===== src/rv_exec_settings.svh =====
`ifndef RV_EXEC_SETTINGS_SVH
`define RV_EXEC_SETTINGS_SVH

// integer register and datapath width
`define XLEN 64

// 32 architectural registers
`define REG_ADDR_W 5

// data memory size in doublewords
`define MEM_DEPTH 256

// log2 of MEM_DEPTH, doubleword index
`define MEM_ADDR_W 8

`endif

===== src/rv_reg_file.sv =====
`timescale 1ns/1ns
`include "rv_exec_settings.svh"

module rv_reg_file (
    input  logic                   clk,
    input  logic                   rst_n,
    input  logic                   wen,
    input  logic [`REG_ADDR_W-1:0] waddr,
    input  logic [`XLEN-1:0]       wdata,
    input  logic [`REG_ADDR_W-1:0] raddr1,
    input  logic [`REG_ADDR_W-1:0] raddr2,
    output logic [`XLEN-1:0]       rdata1,
    output logic [`XLEN-1:0]       rdata2
);

    localparam int NUM_REGS = 1 << `REG_ADDR_W;

    // x0 has no storage
    logic [`XLEN-1:0] regs [1:NUM_REGS-1];

    always_ff @(posedge clk or negedge rst_n) begin
        if (!rst_n) begin
            for (int i = 1; i < NUM_REGS; i++) begin
                regs[i] <= '0;
            end
        end else if (wen && waddr != '0) begin   // writes to x0 dropped
            regs[waddr] <= wdata;
        end
    end

    always_comb begin
        if (raddr1 == '0)
            rdata1 = '0;
        else
            rdata1 = regs[raddr1];
    end

    always_comb begin
        if (raddr2 == '0)
            rdata2 = '0;
        else
            rdata2 = regs[raddr2];
    end

endmodule


===== config.mk =====
export PLATFORM = sky130hd
export DESIGN_NAME = rv_reg_file
export DESIGN_NICKNAME = d
export VERILOG_FILES = /design/src/rv_reg_file.sv
export VERILOG_INCLUDE_DIRS = /design/src /design/src/src
export SDC_FILE = /design/constraint.sdc
export NUM_CORES = 2
export LEC_CHECK = 0
export BUFFER_PORTS_ARGS = -buffer_cell sky130_fd_sc_hd__clkbuf_2
export CAP_MARGIN = 20
export CORE_ASPECT_RATIO = 0.75
export CORE_UTILIZATION = 55
export DETAILED_ROUTE_END_ITERATION = 10
export GPL_ROUTABILITY_DRIVEN = 1
export GPL_TIMING_DRIVEN = 1
export PLACE_DENSITY_LB_ADDON = 0.12
export SLEW_MARGIN = 20
export SYNTH_ARGS = -nofsm -noshare
export SYNTH_HDL_FRONTEND = slang
export SYNTH_SLANG_ARGS = --single-unit
export TNS_END_PERCENT = 5

===== constraint.sdc =====
create_clock -name clk -period 1.7 [get_ports clk]
set_input_delay 0 -clock clk [delete_from_list [all_inputs] [get_ports clk]]
set_output_delay 0 -clock clk [all_outputs]
set_load 0.005 [all_outputs]

==> impl_metrics.py <==
metrics = {
    "floorplanning": {
        "core-area_sq_mm": 0.191,
        "rows": 139,
        "chipWidth_microns": 509,
        "die_area_sq_mm": 0.194,
        "io_pins": 210,
        "die_h_microns": 382,
        "start_util_pct": 55.4,
    },
    "routing": {
        "drt_wl_total_mm": 376,
        "drc": 0,
        "drt_iter0_markers": 9231,
        "wl_per_cell_microns": 33.0,
        "via_per_inst": 6.91,
        "first_pass_iters": 6,
        "postRouteAntennaNets": 0,
        "vias": 78813,
    },
    "final_layout": {
        "seqCellArea_sq_mm": 0.0496,
        "reg_top3": "regs (1984)",
        "largest_register_ffs": 1984,
        "n_fill_cell": 13633,
        "final_cell_area_sq_mm": 0.128,
        "fin_util_pct": 66.9,
        "syn2layout_area_growth_pct": 20.9,
        "fin_cells": 11402,
        "fin_nets": 8775,
        "regMostFlops": "regs",
        "multi_input_area_sq_mm": 0.0547,
        "drive_above_1_share_pct": 47.5,
    },
    "sta": {
        "drv_slew": 0,
        "max_freq_ghz": 0.389,
        "worst_slew_margin_rel_pct": 36.1,
        "layout_setup_ws_ns": -0.871,
        "period_minus_slack_ns": 2.57,
        "skew_ns": 0,
        "post-route-period-util_pct": 151,
        "hold_violations": 0,
        "setup_viol": 167,
        "tightest_slew_ns": 0.952,
        "grt_setup_unrepaired": "true",
    },
    "worst_hold_path": {
        "hold_path.class": "in2async",
    },
    "clock_network": {
        "cts.sinks": 1984,
        "ctsHtreeMaxLevel": 4,
        "cts_tree": "yes",
        "root_buffer": "clkbuf_16",
        "numCtsBuffers": 199,
        "clk_pin_slew_ns": 0.06,
        "clock_latency_ns": 0.84,
        "cts_max_path_buffers": 3,
    },
    "global_route": {
        "grt_pass1_wl_mm": 550,
        "grt.total_usage_pct": 38.4,
        "grt_antenna_before_repair": 15,
        "grt_max_degree": 97,
        "overflow": 0,
        "grt_pass1_vias": 79447,
    },
    "synth": {
        "dominantRegCellSynth": "dfrtp_1",
        "synth-async-reset-ratio_pct": 100,
        "synthCells": 8066,
        "yosysWarningCount": 0,
        "synth_area_sq_mm": 0.106,
        "synth_edf_count": 0,
        "seq_area_frac_synth_pct": 46.9,
        "ys_seq_elements": 1984,
        "synthesis.nets": 8148,
        "syn_area_per_cell_sq_um": 13.1,
        "synthDistinctLibCells": 34,
    },
    "critical_path": {
        "worstSetupPathType": "reg2out",
        "cp_slowest_cell": "nor4_4",
        "cpPeakStageDelay_ns": 0.61,
        "cp-start-kind": "flop",
        "critPathArrivalTime_ns": 2.57,
        "path_buf_inv": 1,
        "worstPathCellList": "mux2i_1 > a22oi_2 > a21oi_2 > nor4_4 > buf_2",
        "rr_endpoint": "regs[1291]",
        "ff2ff_path_depth": 2,
        "crit_family": "simple AND/OR/NAND/NOR gates",
        "critPathRequiredTime_ns": 1.70,
        "r2r-start": "regs[1291]",
        "cp-end-kind": "output port",
        "reg2reg_slack_ns": 0.79,
        "timing.critical_path.fanout_max": 3,
    },
    "placed_design": {
        "portBuffers": 209,
        "place_inst": 10977,
        "gp_congestion": 0.903,
        "placed_area_sq_mm": 0.119,
        "dp_hpwl_mm": 250,
        "pre_cts_ws_ns": -0.883,
    },
    "power": {
        "p_sw_share_pct": 29.1,
        "power_frac_clock_pct": 32.5,
        "power.total_mw": 142,
        "p_sw_mw": 41.4,
        "p_leak_nw": 58.3,
        "internal_power_mw": 101,
        "power_frac_seq_pct": 44.9,
        "powerDensity_mw_per_mm2": 1110,
        "p_comb_share_pct": 22.6,
        "ir_drop_mv": 1.13,
    },
    "outcome": {
        "violations": "setup timing",
        "status": "finished with violations",
    },
    "job": {
        "maxCapViolCount": 0,
    },
}
==> layout by cell type, fill, tap and decap left out, drive strengths merged, types with 80 or more instances in the layout <==
| master | instances |
|---|---|
| a211oi | 80 |
| a21oi | 80 |
| a221o | 128 |
| a22oi | 128 |
| buf | 1037 |
| clkbuf | 478 |
| dfrtp | 1984 |
| mux2 | 2112 |
| mux2i | 1280 |
| mux4 | 256 |
| nor2b | 91 |
| nor3 | 307 |
| nor4 | 80 |
| o22ai | 512 |
==> worst max-delay path by stage <==
stage,slack [ns],cells past startpoint,end,startpoint
4_1_cts,-0.87,6,rdata1[27],regs[1115]
3_5_place_dp,-0.88,9,rdata2[25],raddr2[1]
3_3_place_gp,-0.88,10,rdata2[55],raddr2[1]
6_report,-0.87,5,rdata2[20],regs[1748]
5_1_grt,-0.95,5,rdata2[20],regs[1620]
2_1_floorplan,0.13,7,regs[323],waddr[1]
==> synth_stat cells (all sizes together) (19+ instances only) <==
| cell | instances | area share [%] |
|---|---|---|
| a211oi | 80 | 0.57 |
| a21oi | 80 | 0.38 |
| a221o | 128 | 1.2 |
| a22o | 48 | 0.40 |
| a22oi | 128 | 0.91 |
| a31oi | 48 | 0.28 |
| buf | 399 | 1.9 |
| clkbuf | 468 | 1.7 |
| dfrtp | 1984 | 47 |
| mux2 | 2112 | 22 |
| mux2i | 1280 | 12 |
| mux4 | 256 | 5.4 |
| nand2 | 19 | 0.067 |
| nor2b | 91 | 0.54 |
| nor3 | 307 | 1.5 |
| nor4 | 80 | 0.47 |
| o22ai | 512 | 3.0 |
==> metrics by stage <==
stage | hold WS [ns] | setup TNS, ns
2_1_floorplan | -0.296 | 0
3_3_place_gp | -0.0463 | -153.95
3_5_place_dp | -0.0449 | -175.47
4_1_cts | 0.00645 | -96.78
5_1_grt | 0.0346 | -101.53
6_report | 0.0450 | -93.46
==> kinds of logic after synthesis <==
kind of cell | Yosys count | share of synthesized area (%)
flops | 1984 | 46.9
simple gates | 543 | 2.79
mux | 3648 | 40.0
compound gates | 1024 | 6.77
buf+inv | 867 | 3.58
==> cell type report <==
class                           instances  area share (%)
Multi-Input combinational cell       5215            42.7
Sequential cell                      1984            38.8
Timing Repair Buffer                 1293            10.7
Clock buffer                          291            4.62
Tap cell                             2538            2.48
Clock inverter                         69           0.648
Antenna cell                           12          0.0235
==> power by group through the flow <==
stage,sequential [mW],clock [mW],combinational [mW]
after global placement,63.4,0,29.5
after global routing,64.8,48.4,34.1
after detailed placement,64.1,0,30.4
final,63.8,46.1,32.1
after floorplan,61.9,0,20.7
after CTS,63.4,46.5,31.6
==> timing repair <==
item / 4_1_cts / 5_1_grt
buffers inserted: 1 / 2
setup endpoints to repair: 128 / 130
hold buffers: 69 / 0
pin swaps: 159 / 21
endpoints found under the hold margin: 3921 / 0
resized for setup: 294 / 55
==> per-layer routing <==
metal  wire [microns]  vias to the layer above  GRT usage, %
met3            38800                      934          9.84
met1           158000                    41476          55.0
li1                 -                    32043             -
met4            17200                        8          15.8
met2           162000                     4352          55.5
met5               55                        -             0
==> worst register-to-register path, stage by stage (launching register included) <==
cell     delay (ns)
dfrtp_1        0.40
buf_4          0.14
mux2_2         0.25
No activity file was read; power rests on OpenSTA's default activity.
