File: config.mk
export PLATFORM = sky130hd
export DESIGN_NAME = rv_mem_arbiter
export DESIGN_NICKNAME = d
export VERILOG_FILES = /design/src/rv_exec_pkg.sv /design/src/rv_mem_arbiter.sv
export VERILOG_INCLUDE_DIRS = /design/src /design/src/src
export SDC_FILE = /design/constraint.sdc
export NUM_CORES = 1
export LEC_CHECK = 0
export ABC_AREA = 1
export BUFFER_PORTS_ARGS = -buffer_cell sky130_fd_sc_hd__buf_2
export CELL_PAD_IN_SITES_DETAIL_PLACEMENT = 0
export CELL_PAD_IN_SITES_GLOBAL_PLACEMENT = 1
export CORE_AREA = 2 2 173 175
export CTS_CLUSTER_SIZE = 30
export DETAILED_ROUTE_END_ITERATION = 12
export DIE_AREA = 0 0 175 177
export GPL_TIMING_DRIVEN = 1
export PLACE_DENSITY_LB_ADDON = 0.1
export SYNTH_ARGS = -nofsm -noshare
export SYNTH_HDL_FRONTEND = slang
export SYNTH_SLANG_ARGS = --single-unit
export TNS_END_PERCENT = 1
File: constraint.sdc
create_clock -name clk -period 1.16 [get_ports clk]
set_input_delay 0.116 -clock clk [delete_from_list [all_inputs] [get_ports clk]]
set_output_delay 0.116 -clock clk [all_outputs]
set_load 0.05 [all_outputs]
File: src/rv_exec_settings.svh
`ifndef RV_EXEC_SETTINGS_SVH
`define RV_EXEC_SETTINGS_SVH

// integer register and datapath width
`define XLEN 64

// 32 architectural registers
`define REG_ADDR_W 5

// data memory size in doublewords
`define MEM_DEPTH 256

// log2 of MEM_DEPTH, doubleword index
`define MEM_ADDR_W 8

`endif
File: src/rv_exec_pkg.sv
`include "rv_exec_settings.svh"

package rv_exec_pkg;

    typedef struct packed {
        logic [6:0] funct7;
        logic [4:0] rs2;
        logic [4:0] rs1;
        logic [2:0] funct3;
        logic [4:0] rd;
        logic [6:0] opcode;
    } r_view_t;

    typedef struct packed {
        logic [11:0] imm;
        logic [4:0]  rs1;
        logic [2:0]  funct3;
        logic [4:0]  rd;
        logic [6:0]  opcode;
    } i_view_t;

    typedef struct packed {
        logic [6:0] imm_hi;  // imm[11:5]
        logic [4:0] rs2;
        logic [4:0] rs1;
        logic [2:0] funct3;
        logic [4:0] imm_lo;  // imm[4:0]
        logic [6:0] opcode;
    } s_view_t;

    // same 32-bit word, decoded per format
    typedef union packed {
        r_view_t r_view;
        i_view_t i_view;
        s_view_t s_view;
    } inst_u;

    typedef enum logic [3:0] {
        OP_ADD,
        OP_ADDW,
        OP_ADDI,
        OP_LW,
        OP_LD,
        OP_SW,
        OP_SD,
        OP_JALR,
        OP_ILLEGAL
    } op_e;

    typedef struct packed {
        op_e                   op;
        logic [`REG_ADDR_W-1:0] rd;
        logic [`REG_ADDR_W-1:0] rs1;
        logic [`REG_ADDR_W-1:0] rs2;
        logic [`XLEN-1:0]       imm;   // already sign-extended
    } uop_t;

    typedef struct packed {
        logic                   req;
        logic                   we;
        logic [`MEM_ADDR_W-1:0] addr;  // doubleword index
        logic [`XLEN-1:0]       wdata;
        logic [7:0]             wmask;
    } mem_req_t;

    typedef struct packed {
        logic             ack;
        logic [`XLEN-1:0] rdata;
    } mem_rsp_t;

endpackage

File: src/rv_mem_arbiter.sv
`timescale 1ns/1ns

module rv_mem_arbiter (
    input  logic                  clk,
    input  logic                  rst_n,
    input  rv_exec_pkg::mem_req_t lsu_req,
    output rv_exec_pkg::mem_rsp_t lsu_rsp,
    input  rv_exec_pkg::mem_req_t host_req,
    output rv_exec_pkg::mem_rsp_t host_rsp,
    output rv_exec_pkg::mem_req_t mem_req,
    input  rv_exec_pkg::mem_rsp_t mem_rsp
);
    import rv_exec_pkg::*;

    typedef enum logic [1:0] {OWN_NONE, OWN_LSU, OWN_HOST} owner_e;

    owner_e   owner;
    mem_req_t fwd;

    always_ff @(posedge clk or negedge rst_n) begin
        if (!rst_n) begin
            owner <= OWN_NONE;
        end else begin
            case (owner)
                OWN_NONE: begin
                    if (lsu_req.req)
                        owner <= OWN_LSU;       // lsu wins a tie
                    else if (host_req.req)
                        owner <= OWN_HOST;
                end
                default: begin
                    if (mem_rsp.ack) owner <= OWN_NONE;
                end
            endcase
        end
    end

    always_comb begin
        case (owner)
            OWN_LSU:  fwd = lsu_req;
            OWN_HOST: fwd = host_req;
            default:  fwd = '0;
        endcase
    end

    // req drops in the ack cycle so each grant makes one request
    always_comb begin
        mem_req     = fwd;
        mem_req.req = fwd.req && !mem_rsp.ack;
    end

    assign lsu_rsp.ack    = (owner == OWN_LSU) && mem_rsp.ack;
    assign lsu_rsp.rdata  = (owner == OWN_LSU) ? mem_rsp.rdata : '0;
    assign host_rsp.ack   = (owner == OWN_HOST) && mem_rsp.ack;
    assign host_rsp.rdata = (owner == OWN_HOST) ? mem_rsp.rdata : '0;

endmodule

==> impl_results.md <==
* IO buf count at 442
* Largest family of logic cells by synthesized area: simple AND/OR/NAND/NOR gates
* TritonCTS Sinks at 2
* DR iter-0 viols at between 100 and 150
* HPWL after DPL at roughly 16 mm
* Commonest non-fill, non-tap cell in the layout: nand2_1
* Setup crit start kind: flop
* Power Dens Cells at roughly 3300 nW/um^2
* Final #Nets at about 1300
* CP endpoint: mem_req[35]
* Status: complete, but fails checks
* Fin util at 0.242
* Routability Congestion at 0.747
* CP peak stage delay at between 0.3 and 0.4 ns
* CTS root buffer: clkbuf_16
* Setup slack at placement at -0.481 ns
* Mapped cell area at ~2400 um^2
* Layout area overhead at 199%
* Die Height at ~180 um
* Core area at a little under 30000 um^2
* R2R Path End: owner[1]
* Sequential share of the synthesized area at 0.0212
* Max Cap Violations at 0
* Dpl cell area at about 6000 um^2
* Worst-Skew Late Latency at roughly 0.22 ns
* Die span in x at about 180 um
* Initial antenna violation count at 0
* GRT Overall Usage at 0.109
* Number of global-route vias before repair at about 4800
* Synth warn at 0
* Top flop regs: owner (2)
* Setup CP Type: reg -> out
* Multi-input logic area at between 1500 and 2000 um^2
* Synth Area in Simple Gates at 0.486
* Final setup violation count at approximately 210
* # IOs at approximately 440
* Worst vdd ir at between 1000 and 1500 uV
* Avg Cell Area, Syn at 4.17 um^2
* Max clock buf depth at 2
* Antenna Nets Post-Route at 0
* H-tree levels at 1
* Sequential Area at about 50 um^2
* CP Capture Type: output pin
* Post-DR vias/cell at roughly 3.5
* Via count at approximately 4900
* Adder-cell share of the synthesized area at 0.0159
* Reg2reg path depth at 5
* Mapped Cells at ~570
* WP data required at approximately 1.0 ns
* Synth Area in XOR/XNOR at 0
* Crit path cell chain: buf_4, ha_4, buf_12, nand2_1, a21oi_1, buf_4
* Reg-to-Reg Start: owner[0]
* Initial cell density of the core at 0.0807
* Min-delay worst type: in -> reg
* Largest Register: owner
* Post-route setup slack at -0.596 ns
* Distinct cells, synth at 12
* Final hold viol count at 0
* Critical path arrival at between 1.5 and 2 ns
* Row count at 63
* Syn Nets at 800
* FF+latch count, synth at 2
* Final Cell Area at a little over 7000 um^2
* Clk pin slew, worst setup/hold paths at roughly 0.03 ns
* Final period util at 1.51
* Post-synthesis compound-gate area fraction at 0.174
* RSZ-0062 raised after global routing: true
* Pin count of the biggest net entering global routing at approximately 50
* Final Max Slew Viols at 0
* Max reg flops at 2
* Worst Tran Pin Value at ~0.27 ns
* Num CTS Buffers at 3
* Post-synthesis mux area share at 0
* Fmax at 570 MHz
* Pre-antenna DRT Iters at 5
* N_diodes at 0
* First-pass GRT wire length at approximately 27 mm
* Failing checks: negative setup slack
* Wire per inst at 13.0 um
* Most used cell, CP: buf_4
* Rel. slew slack at 0.817
* Slowest cell on crit path: dfrtp_1
* CTS tree: built
* Reg2reg setup slack at 0.17 ns
* Fill cells at between 3000 and 4000
* Drt drc at 0
* Clk_skew at around 0.0024 ns
* Tmin final at ~1.8 ns
* DRT Wirelength at 18.3 mm
* Die area at 31000 um^2
* GR Overflow Total at 0
* Leak pwr at 0.00425 uW
* Share of cells above drive strength 1 at 0.558
* Total Power at ~23000 uW
* Highest net fanout along the worst path at 50
* Commonest non-fill, non-tap cells in the layout: nand2_1, buf_2, buf_6
* CP Launch Point: owner[0]
-- worst max-delay path: cells and delay by family (launching register included) --
family / cells / cell delay [ns]
AO/OA/AOI/OAI: 1 / 0.18
adder cells (fa/ha/maj): 1 / 0.17
buffers and inverters: 3 / 0.59
flip-flops: 1 / 0.35
AND/OR/NAND/NOR: 1 / 0.08
-- cells in the mapped netlist --
cell type,instances,area share
nand3_1,2,0.0042
inv_2,1,0.0016
buf_2,23,0.049
nor2_1,2,0.0032
dfrtp_1,2,0.021
nand2_1,301,0.48
ha_1,3,0.016
o21ai_0,1,0.0021
inv_1,133,0.21
clkbuf_1,8,0.013
buf_4,9,0.029
a21oi_1,81,0.17
-- routing by layer --
metal | track usage | share of wire | vias to the layer above
li1 | - | - | 2527
met1 | 0.104 | 0.34 | 2140
met2 | 0.234 | 0.57 | 250
met3 | 0.0245 | 0.083 | 10
met4 | 0.0177 | 0.011 | 0
met5 | 0 | 0 | -
-- through the flow --
stage          setup TNS, ns  hold WS (ns)  instances
2_1_floorplan         -91.82        -0.180        566
3_3_place_gp          -70.72       -0.0922       1405
3_5_place_dp          -71.22       -0.0940       1405
4_1_cts              -104.94         0.198       1409
5_1_grt              -116.86         0.207       1410
6_report             -100.91         0.184       1410
-- cells by family (layout without fill, tap and decap cells) --
group	Yosys count	count (layout)
and+or+nand+nor	305	305
adders and majority gates	3	3
DFF	2	2
AOI/OAI and AO/OA	82	82
buffers and inverters	174	628
-- worst min-delay path by stage --
stage / startpoint / endpoint / depth (start not counted)
after floorplan: rst_n / owner[0] / 0
after global placement: rst_n / owner[1] / 1
after detailed placement: rst_n / owner[1] / 1
after CTS: host_req[81] / owner[1] / 3
after global routing: host_req[81] / owner[1] / 3
final: host_req[81] / owner[1] / 3
-- final cells by class --
type,count,area share
clock buffers,3,0.0106
inverters,134,0.0712
multi-input cells,390,0.255
flip-flops and latches,2,0.00708
well taps,390,0.0690
repair buffers,491,0.587
-- where the power goes --
part           internal (uW)  total, uW  leakage (uW)  switching, uW
Clock                    438        508     0.0000370           70.5
Combinational           7980      22500       0.00419          14600
Sequential               105        128     0.0000253           23.1
Total                   8520      23200       0.00425          14600
-- repair_timing --
item / 4_1_cts / 5_1_grt
resized for setup: 300 / 90
gates cloned: 0 / 0
endpoints found under the setup margin: 212 / 213
pin swaps: 2 / 3
hold buffers: 1 / 0
endpoints found under the hold margin: 2 / 0
buffers inserted: 0 / 1
Note: power is estimated with default switching activity, not from simulation.
