**src/rv_exec_settings.svh**
```systemverilog
`ifndef RV_EXEC_SETTINGS_SVH
`define RV_EXEC_SETTINGS_SVH

// integer register and datapath width
`define XLEN 64

// 32 architectural registers
`define REG_ADDR_W 5

// data memory size in doublewords
`define MEM_DEPTH 256

// log2 of MEM_DEPTH, doubleword index
`define MEM_ADDR_W 8

`endif
```
**src/rv_exec_pkg.sv**
```systemverilog
`include "rv_exec_settings.svh"

package rv_exec_pkg;

    typedef struct packed {
        logic [6:0] funct7;
        logic [4:0] rs2;
        logic [4:0] rs1;
        logic [2:0] funct3;
        logic [4:0] rd;
        logic [6:0] opcode;
    } r_view_t;

    typedef struct packed {
        logic [11:0] imm;
        logic [4:0]  rs1;
        logic [2:0]  funct3;
        logic [4:0]  rd;
        logic [6:0]  opcode;
    } i_view_t;

    typedef struct packed {
        logic [6:0] imm_hi;  // imm[11:5]
        logic [4:0] rs2;
        logic [4:0] rs1;
        logic [2:0] funct3;
        logic [4:0] imm_lo;  // imm[4:0]
        logic [6:0] opcode;
    } s_view_t;

    // same 32-bit word, decoded per format
    typedef union packed {
        r_view_t r_view;
        i_view_t i_view;
        s_view_t s_view;
    } inst_u;

    typedef enum logic [3:0] {
        OP_ADD,
        OP_ADDW,
        OP_ADDI,
        OP_LW,
        OP_LD,
        OP_SW,
        OP_SD,
        OP_JALR,
        OP_ILLEGAL
    } op_e;

    typedef struct packed {
        op_e                   op;
        logic [`REG_ADDR_W-1:0] rd;
        logic [`REG_ADDR_W-1:0] rs1;
        logic [`REG_ADDR_W-1:0] rs2;
        logic [`XLEN-1:0]       imm;   // already sign-extended
    } uop_t;

    typedef struct packed {
        logic                   req;
        logic                   we;
        logic [`MEM_ADDR_W-1:0] addr;  // doubleword index
        logic [`XLEN-1:0]       wdata;
        logic [7:0]             wmask;
    } mem_req_t;

    typedef struct packed {
        logic             ack;
        logic [`XLEN-1:0] rdata;
    } mem_rsp_t;

endpackage

```
**src/rv_lsu.sv**
```systemverilog
`timescale 1ns/1ns
`include "rv_exec_settings.svh"

module rv_lsu (
    input  logic                  clk,
    input  logic                  rst_n,
    input  logic                  start,
    input  rv_exec_pkg::op_e      op,
    input  logic [`XLEN-1:0]      base,
    input  logic [`XLEN-1:0]      store_data,
    input  logic [`XLEN-1:0]      imm,
    output logic                  done,
    output logic [`XLEN-1:0]      load_data,
    output rv_exec_pkg::mem_req_t mem_req,
    input  rv_exec_pkg::mem_rsp_t mem_rsp
);
    import rv_exec_pkg::*;

    logic [`XLEN-1:0]       byte_addr;
    logic                   is_store;
    logic                   half;
    logic [7:0]             mask_nxt;
    logic [`XLEN-1:0]       wdata_nxt;
    logic [31:0]            word;

    logic                   req_q;
    logic                   we_q;
    logic                   half_q;    // upper word selected
    logic [`MEM_ADDR_W-1:0] addr_q;
    logic [`XLEN-1:0]       wdata_q;
    logic [7:0]             wmask_q;

    assign byte_addr = base + imm;
    assign half      = byte_addr[2];
    assign is_store  = (op == OP_SW) || (op == OP_SD);

    always_comb begin
        if (op == OP_SW) begin
            mask_nxt  = half ? 8'hf0 : 8'h0f;
            wdata_nxt = half ? {store_data[31:0], 32'h0} : {32'h0, store_data[31:0]};
        end else begin
            mask_nxt  = 8'hff;
            wdata_nxt = store_data;
        end
    end

    // request level held until ack
    always_ff @(posedge clk or negedge rst_n) begin
        if (!rst_n)
            req_q <= 1'b0;
        else if (req_q && mem_rsp.ack)
            req_q <= 1'b0;
        else if (start && !req_q)
            req_q <= 1'b1;
    end

    always_ff @(posedge clk) begin
        if (start && !req_q) begin
            we_q    <= is_store;
            half_q  <= half;
            addr_q  <= byte_addr[3 +: `MEM_ADDR_W];   // wraps at MEM_DEPTH
            wdata_q <= wdata_nxt;
            wmask_q <= mask_nxt;
        end
    end

    assign mem_req.req   = req_q;
    assign mem_req.we    = we_q;
    assign mem_req.addr  = addr_q;
    assign mem_req.wdata = wdata_q;
    assign mem_req.wmask = wmask_q;

    assign done = req_q && mem_rsp.ack;
    assign word = half_q ? mem_rsp.rdata[63:32] : mem_rsp.rdata[31:0];

    always_comb begin
        if (op == OP_LW)
            load_data = {{(`XLEN-32){word[31]}}, word};
        else
            load_data = mem_rsp.rdata;
    end

endmodule

```
**config.mk**
```make
export PLATFORM = sky130hd
export DESIGN_NAME = rv_lsu
export DESIGN_NICKNAME = d
export VERILOG_FILES = /design/src/rv_exec_pkg.sv /design/src/rv_lsu.sv
export VERILOG_INCLUDE_DIRS = /design/src /design/src/src
export SDC_FILE = /design/constraint.sdc
export NUM_CORES = 1
export LEC_CHECK = 0
export ABC_AREA = 1
export BUFFER_PORTS_ARGS = -buffer_cell sky130_fd_sc_hd__buf_2
export CAP_MARGIN = 20
export CORE_AREA = 2 2 158 160
export DETAILED_ROUTE_END_ITERATION = 10
export DIE_AREA = 0 0 160 162
export GPL_ROUTABILITY_DRIVEN = 0
export PLACE_DENSITY = 0.51
export SLEW_MARGIN = 20
export SYNTH_ARGS = -nofsm -noshare
export SYNTH_HDL_FRONTEND = slang
export SYNTH_SLANG_ARGS = --single-unit
```
**constraint.sdc**
```tcl
create_clock -name clk -period 3.95 [get_ports clk]
set_clock_uncertainty 0.05 [all_clocks]
set_input_delay 0.5925 -clock clk [delete_from_list [all_inputs] [get_ports clk]]
set_output_delay 0.5925 -clock clk [all_outputs]
set_load 0.005 [all_outputs]
```
==> results of run 1 <==
-- layer usage --
| layer | wire length (um) | share of wire [%] | vias to the layer above | track usage (%) |
|---|---|---|---|---|
| li1 | - | - | 2321 | - |
| met1 | 7720 | 44 | 2061 | 16.6 |
| met2 | 8020 | 46 | 208 | 21.0 |
| met3 | 1350 | 7.8 | 21 | 4.39 |
| met4 | 202 | 1.2 | 8 | 2.87 |
| met5 | 53 | 0.31 | - | 0 |
-- stage by stage --
stage	setup slack [ns]	hold WS (ns)	total power [uW]
3_5_place_dp	1.15	0.318	1470
4_1_cts	1.15	0.431	2310
6_report	1.10	0.449	2270
3_3_place_gp	1.14	0.319	1460
2_1_floorplan	0.888	0.247	1220
5_1_grt	0.988	0.458	2400
-- worst paths after layout --
check	to	depth (start not counted)	slack (ns)
hold / removal	req_q	4	0.45
min in group asynchronous	req_q	2	0.51
max in group asynchronous	req_q	2	3.26
hold reg to reg	req_q	2	0.55
setup reg to reg	wdata_q[54]	2	2.55
setup / recovery	load_data[21]	7	1.10
-- layout make-up --
cell class	instances	area, um^2	share of cell area, %
Antenna cell	5	12.5	0.190
Clock buffer	10	229	3.47
Clock inverter	6	62.6	0.948
Inverter	90	338	5.12
Multi-Input combinational cell	357	1660	25.1
Sequential cell	77	2310	34.9
Tap cell	324	405	6.14
Timing Repair Buffer	311	1590	24.1
-- report_power, final --
part	total, uW	internal, uW	switching [uW]
clock network	833	489	344
registers	992	977	15.2
logic	450	193	257
total	2270	1660	616
-- synth_stat cells, types with 2 or more instances --
library cell and instances:
a21oi_1 4, buf_2 12, buf_4 11, buf_6 6, clkbuf_1 5, edfxtp_1 76, ha_1 9, inv_1 60
inv_2 30, nand2_1 238, nand3_1 10, nand3b_1 2, nand4_1 3, nor2_1 15, nor3_1 2, o21ai_0 46
o21ai_2 20, xor2_1 4
-- tightest hold or removal path, delay by kind of cell --
family / cells / cell delay [ns]
and+or+nand+nor: 2 / 0.08
buffers and inverters: 2 / 0.14
-- flip-flops by register name, indices dropped and copies added, names as in the netlist --
| register | flops |
|---|---|
| req_q | 1 |
| we_q | 1 |
| addr_q | 8 |
| wdata_q | 64 |
| wmask_q | 2 |
| half_q | 1 |
-- timing repair --
item                                   CTS  global route
hold buffers                             1             0
setup endpoints to repair                0             0
endpoints found under the hold margin    1             0
-- cells by family (layout without fill, tap and decap cells) --
| kind of cell | after synthesis | after routing | share of synthesized area, % |
|---|---|---|---|
| AND/OR/NAND/NOR | 272 | 272 | 23.4 |
| buffers and inverters | 124 | 417 | 12.5 |
| flip-flops | 77 | 77 | 51.1 |
| AO/OA/AOI/OAI | 72 | 72 | 9.75 |
| adder cells (fa/ha/maj) | 9 | 9 | 2.49 |
| XOR/XNOR | 4 | 4 | 0.775 |
| other | 0 | 5 | 0 |
==> qor.txt, run 1 <==
status: completed
non-filler cells in the finished layout: 1180
Worst path slowest cell: o21ai_0
clock slew at reported path FFs: 0.06 ns
Die Span Y: 162 um
power per cell area: 345 nW/um^2
via/cell ratio: 3.91
post-layout min period: 2.85 ns
Critical path origin: op[3]
core area: 24100 um^2
drt total wl: 17300 um
Critical Path AT: 2.20 ns
Core Rows: 57
async set-reset flop share out of synthesis: 1.30%
TritonCTS clock tree: built
Top FF cell, synth: edfxtp_1
pin count of the biggest net entering global routing: 77
most frequent cells in the layout: 304 x buf_2, 238 x nand2_1, 76 x edfxtp_1, 60 x inv_1, 46 x o21ai_0
Max Freq: 351 MHz
grt total ovfl: 0
Largest delay share family, worst path: buffers and inverters
Post-Syn Instances: 558
Post-synth EDFFs: 76
Crit path buffers/inverters: 4
Yosys warnings: 0
Buffers on Ports: 304
Area Overhead vs Synth: 46.1%
Critical Path Fanout Max: 63
drt pass-1 iters: 5
slew at the pin closest to its max-slew limit: 0.893 ns
crit end category: output pin
Worst Path Class, Setup: in2out
Setup Viol. Count Final: 0
Die Footprint: 25900 um^2
final max-slew violation count: 0
Fill cells: 2710
root buffer cell: clkbuf_16
wire length per cell: 14.7 um
most common cell after layout, fill and taps aside: buf_2
initial antenna violation count: 10
FF-to-FF Start: req_q
max cap viols: 0
Worst slew margin: 40.4%
setup TNS: 0 ns
vias in the first global route: 4313
top cell type's share of synthesized area: 50.5%
Synthesized Nets: 831
Most common cell on crit path: buf_2
CTS Buffer Depth: 2
worst skew pair latency: 0.34 ns
Post-CTS Setup Bufs: 0
detailed placement HPWL: 13600 um
period utilization: 72.0%
Min-Delay Path Class: in2reg
Placed Cells: 1158
area leader, netlist: edfxtp_1
post-synthesis sequential area ratio: 51.1%
layout cell share with drive strength beyond 1: 44.5%
Avg Cell Area, Syn: 8.10 um^2
RSZ-0062 raised after global routing: no
Global Route Usage Sum: 12.9%
initial core utilization: 18.7%
initial drt markers: 261
Ports: 411
Inserted Clock Buffers: 9
die width: 160 um
# clock sinks: 77
cts repair resizes: 0
Final #Nets: 1119
final hold viol count: 0
DP Area: 6290 um^2
total number of vias: 4619
synth top area cells: edfxtp_1 51%, nand2_1 20%, o21ai_0 5.1%, inv_1 5.0%, o21ai_2 3.9%
CP Cell Sequence: buf_2 > inv_1 > nand4_1 > buf_4 > o21ai_0 > nand2_1 > buf_2
crit path launch type: input port
post-layout util: 27.4%
required time worst endpoint: 3.31 ns
DRT antenna net count: 0
Pleak: 0.00356 uW
DRC: 0
Yosys cell types: 23
Final Cell Area: 6600 um^2
Synth Cell Area: 4520 um^2
CP peak stage delay: 0.45 ns
first-pass GRT wire length: 25300 um
H-tree depth: 3
hold_sp: mem_rsp[64]
Worst VDD drop: 0.000181 V
post-synthesis register bit count: 77
No activity file was read; power rests on OpenSTA's default activity.
==> run 2: changes to the inputs <==
--- a/config.mk
+++ b/config.mk
@@ -9,11 +9,11 @@
 export ABC_AREA = 1
 export BUFFER_PORTS_ARGS = -buffer_cell sky130_fd_sc_hd__buf_2
 export CAP_MARGIN = 20
-export CORE_AREA = 2 2 158 160
+export CORE_AREA = 2 2 159 161
 export DETAILED_ROUTE_END_ITERATION = 10
-export DIE_AREA = 0 0 160 162
+export DIE_AREA = 0 0 161 163
 export GPL_ROUTABILITY_DRIVEN = 0
-export PLACE_DENSITY = 0.51
+export PLACE_DENSITY = 0.49
 export SLEW_MARGIN = 20
 export SYNTH_ARGS = -nofsm -noshare
 export SYNTH_HDL_FRONTEND = slang
==> constraint.sdc (replaced) <==
create_clock -name clk -period 2.98 [get_ports clk]
set_clock_uncertainty 0.05 [all_clocks]
set_input_delay 0.447 -clock clk [delete_from_list [all_inputs] [get_ports clk]]
set_output_delay 0.447 -clock clk [all_outputs]
set_load 0.005 [all_outputs]
==> run 2 against run 1 <==
  * Register-to-register slack got worse by 1.2 ns
  * Sequential power rose by 33%
  * Via count fell by 0.24%
  * First-iteration DRC count rose by 8.8%
  * Design area rose by 0.85%
  * Critical path type is now reg2out
  * Flip-flop and latch count did not move
  * Wire length rose by 1.2%
==> qor.txt, run 2 (same netlist as run 1, synthesis figures left out) <==
status: completed
final hold viol count: 0
CP peak stage delay: 0.37 ns
Critical Path Fanout Max: 28
pin count of the biggest net entering global routing: 55
Die Span Y: 163 um
Placed Cells: 1169
slew at the pin closest to its max-slew limit: 0.728 ns
required time worst endpoint: 2.48 ns
Pleak: 0.00359 uW
DRT antenna net count: 0
crit path launch type: flop
most common cell after layout, fill and taps aside: buf_2
Core Rows: 58
Buffers on Ports: 304
Largest regs: wdata_q: 64 flops, addr_q: 8 flops, wmask_q: 2 flops
Area Overhead vs Synth: 47.4%
initial antenna violation count: 9
Ports: 411
detailed placement HPWL: 14100 um
Largest register FFs: 64
Worst Path Class, Setup: reg2out
post-layout min period: 2.39 ns
Final #Nets: 1124
Worst path slowest cell: edfxtp_1
Min-Delay Path Class: in2reg
Max Freq: 418 MHz
non-filler cells in the finished layout: 1189
drt pass-1 iters: 4
max cap viols: 0
final max-slew violation count: 0
Worst VDD drop: 0.000241 V
H-tree depth: 3
layout cell share with drive strength beyond 1: 45.1%
Crit path buffers/inverters: 3
Worst slew margin: 51.5%
crit end category: output pin
Largest delay share family, worst path: buffers and inverters
total number of vias: 4608
via/cell ratio: 3.88
Setup Viol. Count Final: 0
Most common cell on crit path: nand2_1
wire length per cell: 14.8 um
RSZ-0062 raised after global routing: no
power per cell area: 462 nW/um^2
first-pass GRT wire length: 24900 um
core area: 24700 um^2
Critical Path AT: 1.89 ns
CTS Buffer Depth: 2
initial core utilization: 18.3%
Inserted Clock Buffers: 9
# clock sinks: 77
setup TNS: 0 ns
Global Route Usage Sum: 12.7%
grt total ovfl: 0
worst skew pair latency: 0.34 ns
period utilization: 80.2%
vias in the first global route: 4185
Die Footprint: 26200 um^2
root buffer cell: clkbuf_16
Hold Slack: 0.314 ns
most frequent cells in the layout: 304 x buf_2, 238 x nand2_1, 76 x edfxtp_1, 60 x inv_1, 46 x o21ai_0
TritonCTS clock tree: built
drt total wl: 17600 um
clock slew at reported path FFs: 0.07 ns
initial drt markers: 284
Biggest register: wdata_q
die width: 161 um
DRC: 0
CP Cell Sequence: inv_1 > nor2_2 > buf_4 > nand2_1 > nand2_1 > buf_2
-- run 2: report_power, final --
group	internal [uW]	switching, uW	total, uW
Sequential	1290	20.7	1320
Combinational	257	348	606
Clock	663	493	1160
Total	2210	862	3080
-- run 2: path summary, 6_finish.rpt --
check                        from             to  slack [ns]  depth (start not counted)
setup reg to reg            req_q     wmask_q[6]        1.39                          2
hold / removal              start          req_q        0.31                          3
hold reg to reg             req_q          req_q        0.56                          2
max in group asynchronous   rst_n          req_q        2.41                          2
setup / recovery           half_q  load_data[10]        0.59                          6
min in group asynchronous   rst_n          req_q        0.38                          2
-- run 2: cell type report --
class,count,area [um^2]
inverter,90,338
clock buffer,9,225
timing repair buffer,316,1630
multi-input combinational,357,1660
clock inverter,7,82.6
sequential,77,2310
tap,330,413
antenna,3,7.51
fill,2747,18000
-- run 2: repair_timing --
item	in CTS	in global routing
hold buffers	1	0
hold endpoints to repair	1	0
resized for setup	0	0
buffers inserted	0	0
-- run 2: routing by layer --
metal	GRT usage, %	part of all wire [%]	vias to the layer above
met2	20.5	46	201
met3	4.53	9.2	23
met4	3.25	1.3	12
met5	0	0.39	-
li1	-	-	2330
met1	16.2	43	2042
-- run 2: per-stage QoR --
stage | util [%] | instance area [um^2] | power, uW | setup slack, ns
6_report | 27.0 | 6660 | 3080 | 0.589
4_1_cts | 27.0 | 6650 | 3150 | 0.524
2_1_floorplan | - | 4520 | 1620 | 0.0636
3_5_place_dp | 25.7 | 6330 | 1950 | 0.437
5_1_grt | 27.0 | 6650 | 3250 | 0.406
3_3_place_gp | 25.7 | 6330 | 1950 | 0.444
-- run 2: tightest hold or removal path: cells and delay by family --
kind,cells,cell delay (ns)
simple gates,2,0.13
buf+inv,1,0.09
