File: src/rv_exec_settings.svh
`ifndef RV_EXEC_SETTINGS_SVH
`define RV_EXEC_SETTINGS_SVH

// integer register and datapath width
`define XLEN 64

// 32 architectural registers
`define REG_ADDR_W 5

// data memory size in doublewords
`define MEM_DEPTH 256

// log2 of MEM_DEPTH, doubleword index
`define MEM_ADDR_W 8

`endif
File: src/rv_exec_pkg.sv
`include "rv_exec_settings.svh"

package rv_exec_pkg;

    typedef struct packed {
        logic [6:0] funct7;
        logic [4:0] rs2;
        logic [4:0] rs1;
        logic [2:0] funct3;
        logic [4:0] rd;
        logic [6:0] opcode;
    } r_view_t;

    typedef struct packed {
        logic [11:0] imm;
        logic [4:0]  rs1;
        logic [2:0]  funct3;
        logic [4:0]  rd;
        logic [6:0]  opcode;
    } i_view_t;

    typedef struct packed {
        logic [6:0] imm_hi;  // imm[11:5]
        logic [4:0] rs2;
        logic [4:0] rs1;
        logic [2:0] funct3;
        logic [4:0] imm_lo;  // imm[4:0]
        logic [6:0] opcode;
    } s_view_t;

    // same 32-bit word, decoded per format
    typedef union packed {
        r_view_t r_view;
        i_view_t i_view;
        s_view_t s_view;
    } inst_u;

    typedef enum logic [3:0] {
        OP_ADD,
        OP_ADDW,
        OP_ADDI,
        OP_LW,
        OP_LD,
        OP_SW,
        OP_SD,
        OP_JALR,
        OP_ILLEGAL
    } op_e;

    typedef struct packed {
        op_e                   op;
        logic [`REG_ADDR_W-1:0] rd;
        logic [`REG_ADDR_W-1:0] rs1;
        logic [`REG_ADDR_W-1:0] rs2;
        logic [`XLEN-1:0]       imm;   // already sign-extended
    } uop_t;

    typedef struct packed {
        logic                   req;
        logic                   we;
        logic [`MEM_ADDR_W-1:0] addr;  // doubleword index
        logic [`XLEN-1:0]       wdata;
        logic [7:0]             wmask;
    } mem_req_t;

    typedef struct packed {
        logic             ack;
        logic [`XLEN-1:0] rdata;
    } mem_rsp_t;

endpackage

File: src/rv_decoder.sv
`timescale 1ns/1ns
`include "rv_exec_settings.svh"

module rv_decoder (
    input  rv_exec_pkg::inst_u inst,
    output rv_exec_pkg::uop_t  uop
);
    import rv_exec_pkg::*;

    localparam logic [6:0] OPC_OP     = 7'b0110011;
    localparam logic [6:0] OPC_OP_32  = 7'b0111011;
    localparam logic [6:0] OPC_OP_IMM = 7'b0010011;
    localparam logic [6:0] OPC_LOAD   = 7'b0000011;
    localparam logic [6:0] OPC_STORE  = 7'b0100011;
    localparam logic [6:0] OPC_JALR   = 7'b1100111;

    logic [`XLEN-1:0] imm_i;
    logic [`XLEN-1:0] imm_s;
    logic             f7_zero;

    assign imm_i   = {{(`XLEN-12){inst.i_view.imm[11]}}, inst.i_view.imm};
    assign imm_s   = {{(`XLEN-12){inst.s_view.imm_hi[6]}}, inst.s_view.imm_hi,
                      inst.s_view.imm_lo};
    assign f7_zero = (inst.r_view.funct7 == 7'b0);

    always_comb begin
        uop.op  = OP_ILLEGAL;
        uop.rd  = inst.r_view.rd;
        uop.rs1 = inst.r_view.rs1;
        uop.rs2 = inst.r_view.rs2;
        uop.imm = imm_i;                        // I format unless a store
        case (inst.r_view.opcode)
            OPC_OP: begin
                if (inst.r_view.funct3 == 3'b000 && f7_zero) uop.op = OP_ADD;
            end
            OPC_OP_32: begin
                if (inst.r_view.funct3 == 3'b000 && f7_zero) uop.op = OP_ADDW;
            end
            OPC_OP_IMM: begin
                if (inst.r_view.funct3 == 3'b000) uop.op = OP_ADDI;
            end
            OPC_LOAD: begin
                if (inst.r_view.funct3 == 3'b010) uop.op = OP_LW;
                else if (inst.r_view.funct3 == 3'b011) uop.op = OP_LD;
            end
            OPC_STORE: begin
                uop.imm = imm_s;
                if (inst.r_view.funct3 == 3'b010) uop.op = OP_SW;
                else if (inst.r_view.funct3 == 3'b011) uop.op = OP_SD;
            end
            OPC_JALR: begin
                if (inst.r_view.funct3 == 3'b000) uop.op = OP_JALR;
            end
            default: uop.op = OP_ILLEGAL;
        endcase
    end

endmodule

File: config.mk
export PLATFORM = sky130hd
export DESIGN_NAME = rv_decoder
export DESIGN_NICKNAME = d
export VERILOG_FILES = /design/src/rv_exec_pkg.sv /design/src/rv_decoder.sv
export VERILOG_INCLUDE_DIRS = /design/src /design/src/src
export SDC_FILE = /design/constraint.sdc
export NUM_CORES = 1
export LEC_CHECK = 0
export ABC_AREA = 1
export BUFFER_PORTS_ARGS = -buffer_cell sky130_fd_sc_hd__buf_2
export CAP_MARGIN = 40
export CORE_UTILIZATION = 38
export DETAILED_ROUTE_END_ITERATION = 6
export GPL_TIMING_DRIVEN = 0
export PLACE_DENSITY = 0.89
export SLEW_MARGIN = 20
export SYNTH_ARGS = -nofsm -noshare
export SYNTH_HDL_FRONTEND = slang
export SYNTH_SLANG_ARGS = --single-unit
File: constraint.sdc
create_clock -name vclk -period 1.8
set_clock_uncertainty 0.15 [all_clocks]
set_input_delay 0.27 -clock vclk [all_inputs]
set_output_delay 0.27 -clock vclk [all_outputs]
set_load 0.05 [all_outputs]
==> metrics, run 1 <==
Die Y-Extent=52.1 µm; Syn Nets=between 150 and 200; I/O pins=115; Crit. End Element=primary output; Final GP Congestion=0.820; # hold bufs at CTS=0; headroom to the max-slew limit=77.9%; Avg Cell Area, Syn=just over 6 µm²; sequential-to-total area share from yosys stat=0%; status=finished clean; post-DP HPWL=2220 µm; Nets=301; top sig layer=met3; maximum VDD drop=~0.00037 V; Max Slew Vio Count=0; met1 WL=approximately 950 µm; die area=between 0.002 and 0.003 mm²; Min Hold Slack=0.692 ns; pin count of the biggest net entering global routing=between 50 and 60; DRT Pass-1 Iters=4; proportion of layout cells with a drive suffix above 1=73.4%; max-cap viol count=0; flip-flop and latch count=0; Inserted Diodes=0; CP max FO=10; startpoint types=input port; WS Path Type=input port to primary output; yosys warns=0; Storage cell area=0 µm²; global route total overflow=0; fmax=0.588 GHz; vias per std cell=3.97; Setup WS pre-CTS=-0.219 ns; Rows=17; DR vias=1,172; initial core utilization=41.8%; antenna violations before repair=0; vias in the first global route=around 840; post-synthesis cell count=157; Cell Pwr Density=414 mW/mm²; leakage=1.04 nW; Setup-failing EPs final=0; DRC=0; core area=about 0.0023 mm²; count of cell types in the netlist=17; routed wire length=2660 µm; worst-margin pin slew=roughly 0.33 ns; IO Port Bufs=110; Hold Vio Cnt, Final=0; fin cells=295; Iteration-0 DRC Markers=14; clkbuf count=0; Synth Cell Area=952 µm²; Chip Width=between 50 and 60 µm; first-pass GRT wire length=3440 µm; met2 routed WL=1500 µm; Tcrit/Tclk final=94.6%; Antenna Violating Nets Remaining=0; placed cells=a little under 300; CP required=1.38 ns; WL per Instance=9.02 µm; RSZ-0062 raised after global routing=false; min Tclk post-route=1.70 ns; type of the worst min-delay path=input port to primary output; Global Route Usage Sum=around 16%; fin worst setup slack=approximately 0.1 ns; arrival time worst endpoint=1.28 ns; metal3 WL=around 220 µm; Layout area overhead=63.2%; postcts setup bufs=0
==> per-layer routing <==
metal	GRT usage [%]	up-vias
li1	-	629
met1	18.0	492
met2	33.3	51
met3	1.75	0
met4	0	0
met5	0	-
==> cells in the mapped netlist <==
library cell	n	share of area, %
nor2_4	1	1.2
nand3b_1	2	1.6
buf_4	74	58
nand2_4	1	1.2
nor2b_1	1	0.66
o211ai_2	1	1.3
inv_1	9	3.5
nand3_1	10	5.3
nor3_1	1	0.53
nor2_2	2	1.3
inv_2	3	1.2
o21ai_1	1	0.53
nor2_8	1	2.1
nand4_1	1	0.66
nand2_1	34	13
nand3_2	2	2.1
nor2_1	13	5.1
==> placed cells by master (no fill, tap or decap) <==
cell and n:
clkbuf_4 2, nand2_4 1, nor2_8 1, buf_4 75, o211ai_2 1, nor2b_2 1
nor2_2 2, nand4_1 1, nand3b_1 2, buf_6 1, nor3_1 1, nor2_4 1
inv_2 3, nand3_1 10, nand2_1 34, buf_2 106, inv_1 9, nor2_1 13
o21ai_1 1, nand3_2 2
==> power breakdown <==
group,leakage [nW],switching (W),internal [W]
Combinational,1.04,0.000448,0.000196
Sequential,0,0,0
Clock,0,0,0
==> per-stage QoR <==
step	power, W	setup TNS, ns	area [µm²]	utilization (%)
floorplan	0.000504	0	952	-
CTS	0.000645	0	1540	67.7
detailed placement	0.000645	-0.337	1540	67.6
global route	0.000670	0	1550	68.3
finish	0.000643	0	1550	68.3
global placement	0.000639	-0.349	1540	67.6
==> cell type report <==
type	count	area, µm²
fill	226	722
inverter	12	45.0
timing repair buffer	110	564
tap	28	35.0
multi-input combinational	71	354
buffer	74	556
==> worst max-delay path, cell delays in order <==
cell      delay, ns
buf_2          0.11
inv_1          0.10
nand3_2        0.14
nor2_8         0.21
inv_2          0.09
o211ai_2       0.14
buf_4          0.22
==> final timing paths <==
kind | endpoint | depth (start not counted) | slack [ns] | start
max | uop[81] | 7 | 0.1 | inst[6]
min | uop[70] | 2 | 0.69 | inst[16]
==> logic make-up after synthesis <==
| family | after synthesis | share of synthesized area (%) |
|---|---|---|
| buffers and inverters | 86 | 63.1 |
| and+or+nand+nor | 69 | 35.1 |
| AOI/OAI and AO/OA | 2 | 1.84 |
==> repair_timing <==
| item | 4_1_cts | 5_1_grt |
|---|---|---|
| gates resized for setup | 1 | 6 |
| cloned | 0 | 0 |
| pin swaps | 0 | 0 |
| setup endpoints to repair | 6 | 3 |
Note: power is estimated with default switching activity, not from simulation.
==> inputs of run 2 (changes only) <==
--- a/config.mk
+++ b/config.mk
@@ -6,10 +6,9 @@
 export SDC_FILE = /design/constraint.sdc
 export NUM_CORES = 1
 export LEC_CHECK = 0
-export ABC_AREA = 1
 export BUFFER_PORTS_ARGS = -buffer_cell sky130_fd_sc_hd__buf_2
 export CAP_MARGIN = 40
-export CORE_UTILIZATION = 38
+export CORE_UTILIZATION = 35
 export DETAILED_ROUTE_END_ITERATION = 6
 export GPL_TIMING_DRIVEN = 0
 export PLACE_DENSITY = 0.89
==> metrics, run 2 <==
status=finished, violations left; violated checks=negative setup slack; I/O pins=115 (unchanged); vias per std cell=3.94 (-0.81%); Cell Pwr Density=414 mW/mm² (about the same); commonest non-fill, non-tap cells in the layout=buf_2, buf_4, mux2_2, buf_6; antenna violations before repair=0 (unchanged); Hold Vio Cnt, Final=0 (unchanged); Storage cell area=0 µm² (unchanged); count of cell types in the netlist=22 (+5); sequential-to-total area share from yosys stat=0% (unchanged); type of the worst min-delay path=input port to primary output; leakage=0.969 nW (-7.1%); pin count of the biggest net entering global routing=55 (unchanged); fin worst setup slack=-0.0407 ns (-0.139 ns); IO Port Bufs=110 (unchanged); Nets=259 (-14%); yosys warns=0 (unchanged); clkbuf count=0 (unchanged); Antenna Violating Nets Remaining=0 (unchanged); top-count cell post-synth=buf_4; Final GP Congestion=0.893 (+8.8%); Global Route Usage Sum=17.2% (+1.0 points); Overall Power=0.000659 W (+2.4%); worst-margin pin slew=0.372 ns (+0.0408 ns); Die Y-Extent=50.3 µm (-3.3%); Synth Cell Area=817 µm² (-14%); DRT Pass-1 Iters=4 (unchanged); # hold bufs at CTS=0 (unchanged); Iteration-0 DRC Markers=14 (unchanged); WS Path Type=input port to primary output; arrival time worst endpoint=1.42 ns (+0.14 ns); core area=0.00221 mm² (-2.8%); maximum VDD drop=0.000372 V (+0.35%); min Tclk post-route=1.84 ns (+0.139 ns); Setup WS pre-CTS=-0.391 ns (-0.173 ns); proportion of layout cells with a drive suffix above 1=92.0% (+19 points); Setup-failing EPs final=3 (+3); top cells by count, synth=buf_4, mux2_2, nand2_1; worst-path cell chain=buf_4 -> or3_4 -> nor3_2 -> a32oi_1 -> nand2_1 -> buf_6; first-pass GRT wire length=3520 µm (+2.4%); fin util=71.9% (+3.6 points); Critical Path Max Stage Delay=0.39 ns (+0.17 ns); Placed Area=0.00144 mm² (-6.5%); post-synthesis cell count=112 (-29%); Setup TNS=-0.0870 ns (-0.0870 ns); DR vias=997 (-15%); Rows=17 (unchanged); Tcrit/Tclk final=102% (+7.7 points); Layout area overhead=94.6%; Post-Layout Inst Area=0.00159 mm² (+2.3%); DRC=0 (unchanged); Chip Width=50.3 µm (-3.3%); die area=0.00253 mm² (-6.6%); initial core utilization=36.9% (-4.9 points); RSZ-0062 raised after global routing=true; vias in the first global route=746 (-11%); Syn Nets=144 (-24%); flip-flop and latch count=0 (unchanged); leading post-synthesis cells by cell area=buf_4, mux2_2, nor4_1; CP max-delay cell=or3_4; startpoint types=input port; global route total overflow=0 (unchanged); WL per Instance=10.8 µm (+19%); post-DP HPWL=2080 µm (-6.3%); Crit. End Element=primary output; Synth top area share=68.0% (+9.6 points); Inserted Diodes=0 (unchanged); headroom to the max-slew limit=75.0% (-2.9 points); CP max FO=4 (-6); CP required=1.38 ns (about the same); area leader, netlist=buf_4; Avg Cell Area, Syn=7.29 µm² (+20%); Max Slew Vio Count=0 (unchanged); routed wire length=2730 µm (+2.4%); commonest non-fill, non-tap cell in the layout=buf_2; max-cap viol count=0 (unchanged); fmax=0.543 GHz (-7.5%)
-- run 2: cell count changes after synthesis, moves of 3 or more --
cell / previous run / this run
nand2_1: 34 / 4
nor2_1: 13 / 3
inv_1: 9 / 2
nand3_1: 10 / 3
mux2_2: 0 / 5
inv_2: 3 / 0
nor4_1: 0 / 3
-- run 2: kinds of logic after synthesis --
group	count (synthesis)	synth area share [%]
xor gates and xnor gates	1	1.07
buffers and inverters	76	68.9
and+or+nand+nor	24	17.6
AOI/OAI and AO/OA	6	5.51
muxes	5	6.89
-- run 2: critical path: cells and delay by family --
family          cells  cell delay, ns
simple gates        3            0.74
buf+inv             2            0.31
compound gates      1            0.10
-- run 2: power by group --
group / switching, W / internal (W) / total, W / leakage, nW
Combinational: 0.000450 / 0.000209 / 0.000659 / 0.969
Clock: 0 / 0 / 0 / 0
Sequential: 0 / 0 / 0 / 0
Total: 0.000450 / 0.000209 / 0.000659 / 0.969
-- run 2: final cells by class --
| class | instances | area, µm² |
|---|---|---|
| fillers | 199 | 622 |
| inverters | 2 | 7.51 |
| multi-input cells | 36 | 368 |
| plain buffers | 74 | 556 |
| well taps | 28 | 35.0 |
| repair buffers | 113 | 624 |
-- run 2: layer usage --
| metal | track usage, % | part of all wire [%] |
|---|---|---|
| met3 | 0 | 3.1 |
| met4 | 0 | 0 |
| met2 | 37.6 | 61 |
| met5 | 0 | 0 |
| met1 | 18.8 | 36 |
-- run 2: what timing repair did --
action,4_1_cts,5_1_grt
setup buffers,0,3
gates resized for setup,19,18
pin swaps,0,2
endpoints found under the setup margin,24,9
-- run 2: path summary, 6_finish.rpt --
check,start,to,slack (ns),depth (start not counted)
max,inst[6],uop[79],-0.04,6
min,inst[17],uop[71],0.69,2
-- run 2: stage by stage --
stage,cells,hold slack (ns)
after floorplan,112,0.557
after global placement,250,0.692
after detailed placement,250,0.692
after CTS,250,0.692
after global routing,253,0.694
final,253,0.692
==> inputs of run 3 (changes only) <==
--- a/config.mk
+++ b/config.mk
@@ -12,6 +12,7 @@
 export DETAILED_ROUTE_END_ITERATION = 6
 export GPL_TIMING_DRIVEN = 0
 export PLACE_DENSITY = 0.89
+export SETUP_SLACK_MARGIN = 0.1
 export SLEW_MARGIN = 20
 export SYNTH_ARGS = -nofsm -noshare
 export SYNTH_HDL_FRONTEND = slang
==> metrics, run 3 (synthesized netlist as in run 2, its figures left out) <==
CP max FO=5 (+1); Cell Pwr Density=402 mW/mm² (-3.1%); top sig layer=met4; DRT Pass-1 Iters=4 (unchanged); clkbuf count=0 (unchanged); antenna violations before repair=0 (unchanged); Crit. End Element=primary output; WS Path Type=input port to primary output; commonest non-fill, non-tap cell in the layout=buf_2; core area=0.00221 mm² (unchanged); met1 WL=968 µm (-1.6%); Inserted Diodes=0 (unchanged); global route total overflow=0 (unchanged); status=finished clean; Nets=263 (+1.5%); CP required=1.38 ns (about the same); die area=0.00253 mm² (unchanged); commonest non-fill, non-tap cells in the layout=buf_2, buf_4, buf_6; Hold Vio Cnt, Final=0 (unchanged); Iteration-0 DRC Markers=12 (-2); min Tclk post-route=1.76 ns (-0.0801 ns); Storage cell area=0 µm² (unchanged); Tcrit/Tclk final=97.8% (-4.4 points); vias in the first global route=839 (+12%); Antenna Violating Nets Remaining=0 (unchanged); Global Route Usage Sum=19.2% (+2.0 points); Max Slew Vio Count=0 (unchanged); Critical Path Max Stage Delay=0.35 ns (-0.04 ns); pin count of the biggest net entering global routing=55 (unchanged); area of the multi-input gates=409 µm² (+11%); worst-margin pin slew=0.366 ns (-0.00661 ns); startpoint types=input port; I/O pins=115 (unchanged); Fillers=178 (-11%); leakage=1.04 nW (+6.8%); WL per Instance=11.2 µm (+4.0%); type of the worst min-delay path=input port to primary output; Final GP Congestion=0.893 (unchanged); vias per std cell=4.05 (+2.9%); Die Y-Extent=50.3 µm (unchanged); Layout area overhead=111%; # hold bufs at CTS=0 (unchanged); fin util=78.1% (+6.2 points); Chip Width=50.3 µm (unchanged); Setup TNS=0 ns (+0.0870 ns); arrival time worst endpoint=1.34 ns (-0.08 ns); IO Port Bufs=110 (unchanged); Rows=17 (unchanged); headroom to the max-slew limit=75.4% (+0.44 points); fmax=0.568 GHz (+4.5%); max-cap viol count=0 (unchanged); met2 routed WL=1710 µm (+3.5%); Setup-failing EPs final=0 (-3); worst-path cell chain=buf_8 -> and4b_1 -> a31oi_2 -> or3_4 -> o311ai_4 -> buf_6; RSZ-0062 raised after global routing=true; DRC=0 (unchanged); first-pass GRT wire length=3860 µm (+9.8%); metal3 WL=90 µm (+5.9%); routed wire length=2880 µm (+5.6%); maximum VDD drop=0.000379 V (+2.1%); DR vias=1,042 (+4.5%); post-DP HPWL=2080 µm (unchanged); CP max-delay cell=or3_4; initial core utilization=36.9% (unchanged); proportion of layout cells with a drive suffix above 1=92.1% (+0.14 points); flip-flop and latch count=0 (unchanged)
-- run 3: cell count changes in the layout (fill, tap and decap cells not counted), sizes merged --
cell,delta
buf,+4
-- run 3: metrics by stage --
stage / worst slack [ns] / std cells / total power [W] / instance area [µm²] / hold slack (ns)
6_report: 0.0394 / 257 / 0.000694 / 1730 / 0.692
5_1_grt: -0.0178 / 257 / 0.000719 / 1730 / 0.694
4_1_cts: 0.0352 / 254 / 0.000672 / 1640 / 0.692
3_5_place_dp: -0.391 / 250 / 0.000635 / 1440 / 0.692
3_3_place_gp: -0.359 / 250 / 0.000628 / 1440 / 0.692
2_1_floorplan: -0.0354 / 112 / 0.000495 / 852 / 0.557
-- run 3: layout make-up --
class              instances  area share, %
repair buffers           117           41.7
well taps                 28           2.03
multi-input cells         36           23.7
plain buffers             74           32.2
inverters                  2          0.434
-- run 3: power by group --
part           internal (W)  switching [W]  total [W]  leakage (nW)
registers                 0              0          0             0
logic              0.000235       0.000459   0.000694          1.04
clock network             0              0          0             0
total              0.000235       0.000459   0.000694          1.04
-- run 3: what timing repair did --
item	4_1_cts	5_1_grt
hold endpoints to repair	0	0
endpoints found under the setup margin	62	9
setup buffers	4	3
gates resized for setup	45	16
pin swaps	6	2
gates cloned	0	0
-- run 3: layer usage --
layer | GRT usage [%] | vias up
li1 | - | 538
met1 | 18.7 | 454
met2 | 41.6 | 38
met3 | 0.606 | 12
met4 | 6.02 | 0
met5 | 0 | -
-- run 3: worst paths after layout --
check                start  depth (start not counted)       to
hold / removal    inst[17]                          2  uop[71]
setup / recovery   inst[4]                          6  uop[82]
-- run 3: critical path: cells and delay by family --
| family | cells | cell delay (ns) |
|---|---|---|
| compound gates | 2 | 0.15 |
| buf+inv | 2 | 0.29 |
| simple gates | 2 | 0.63 |
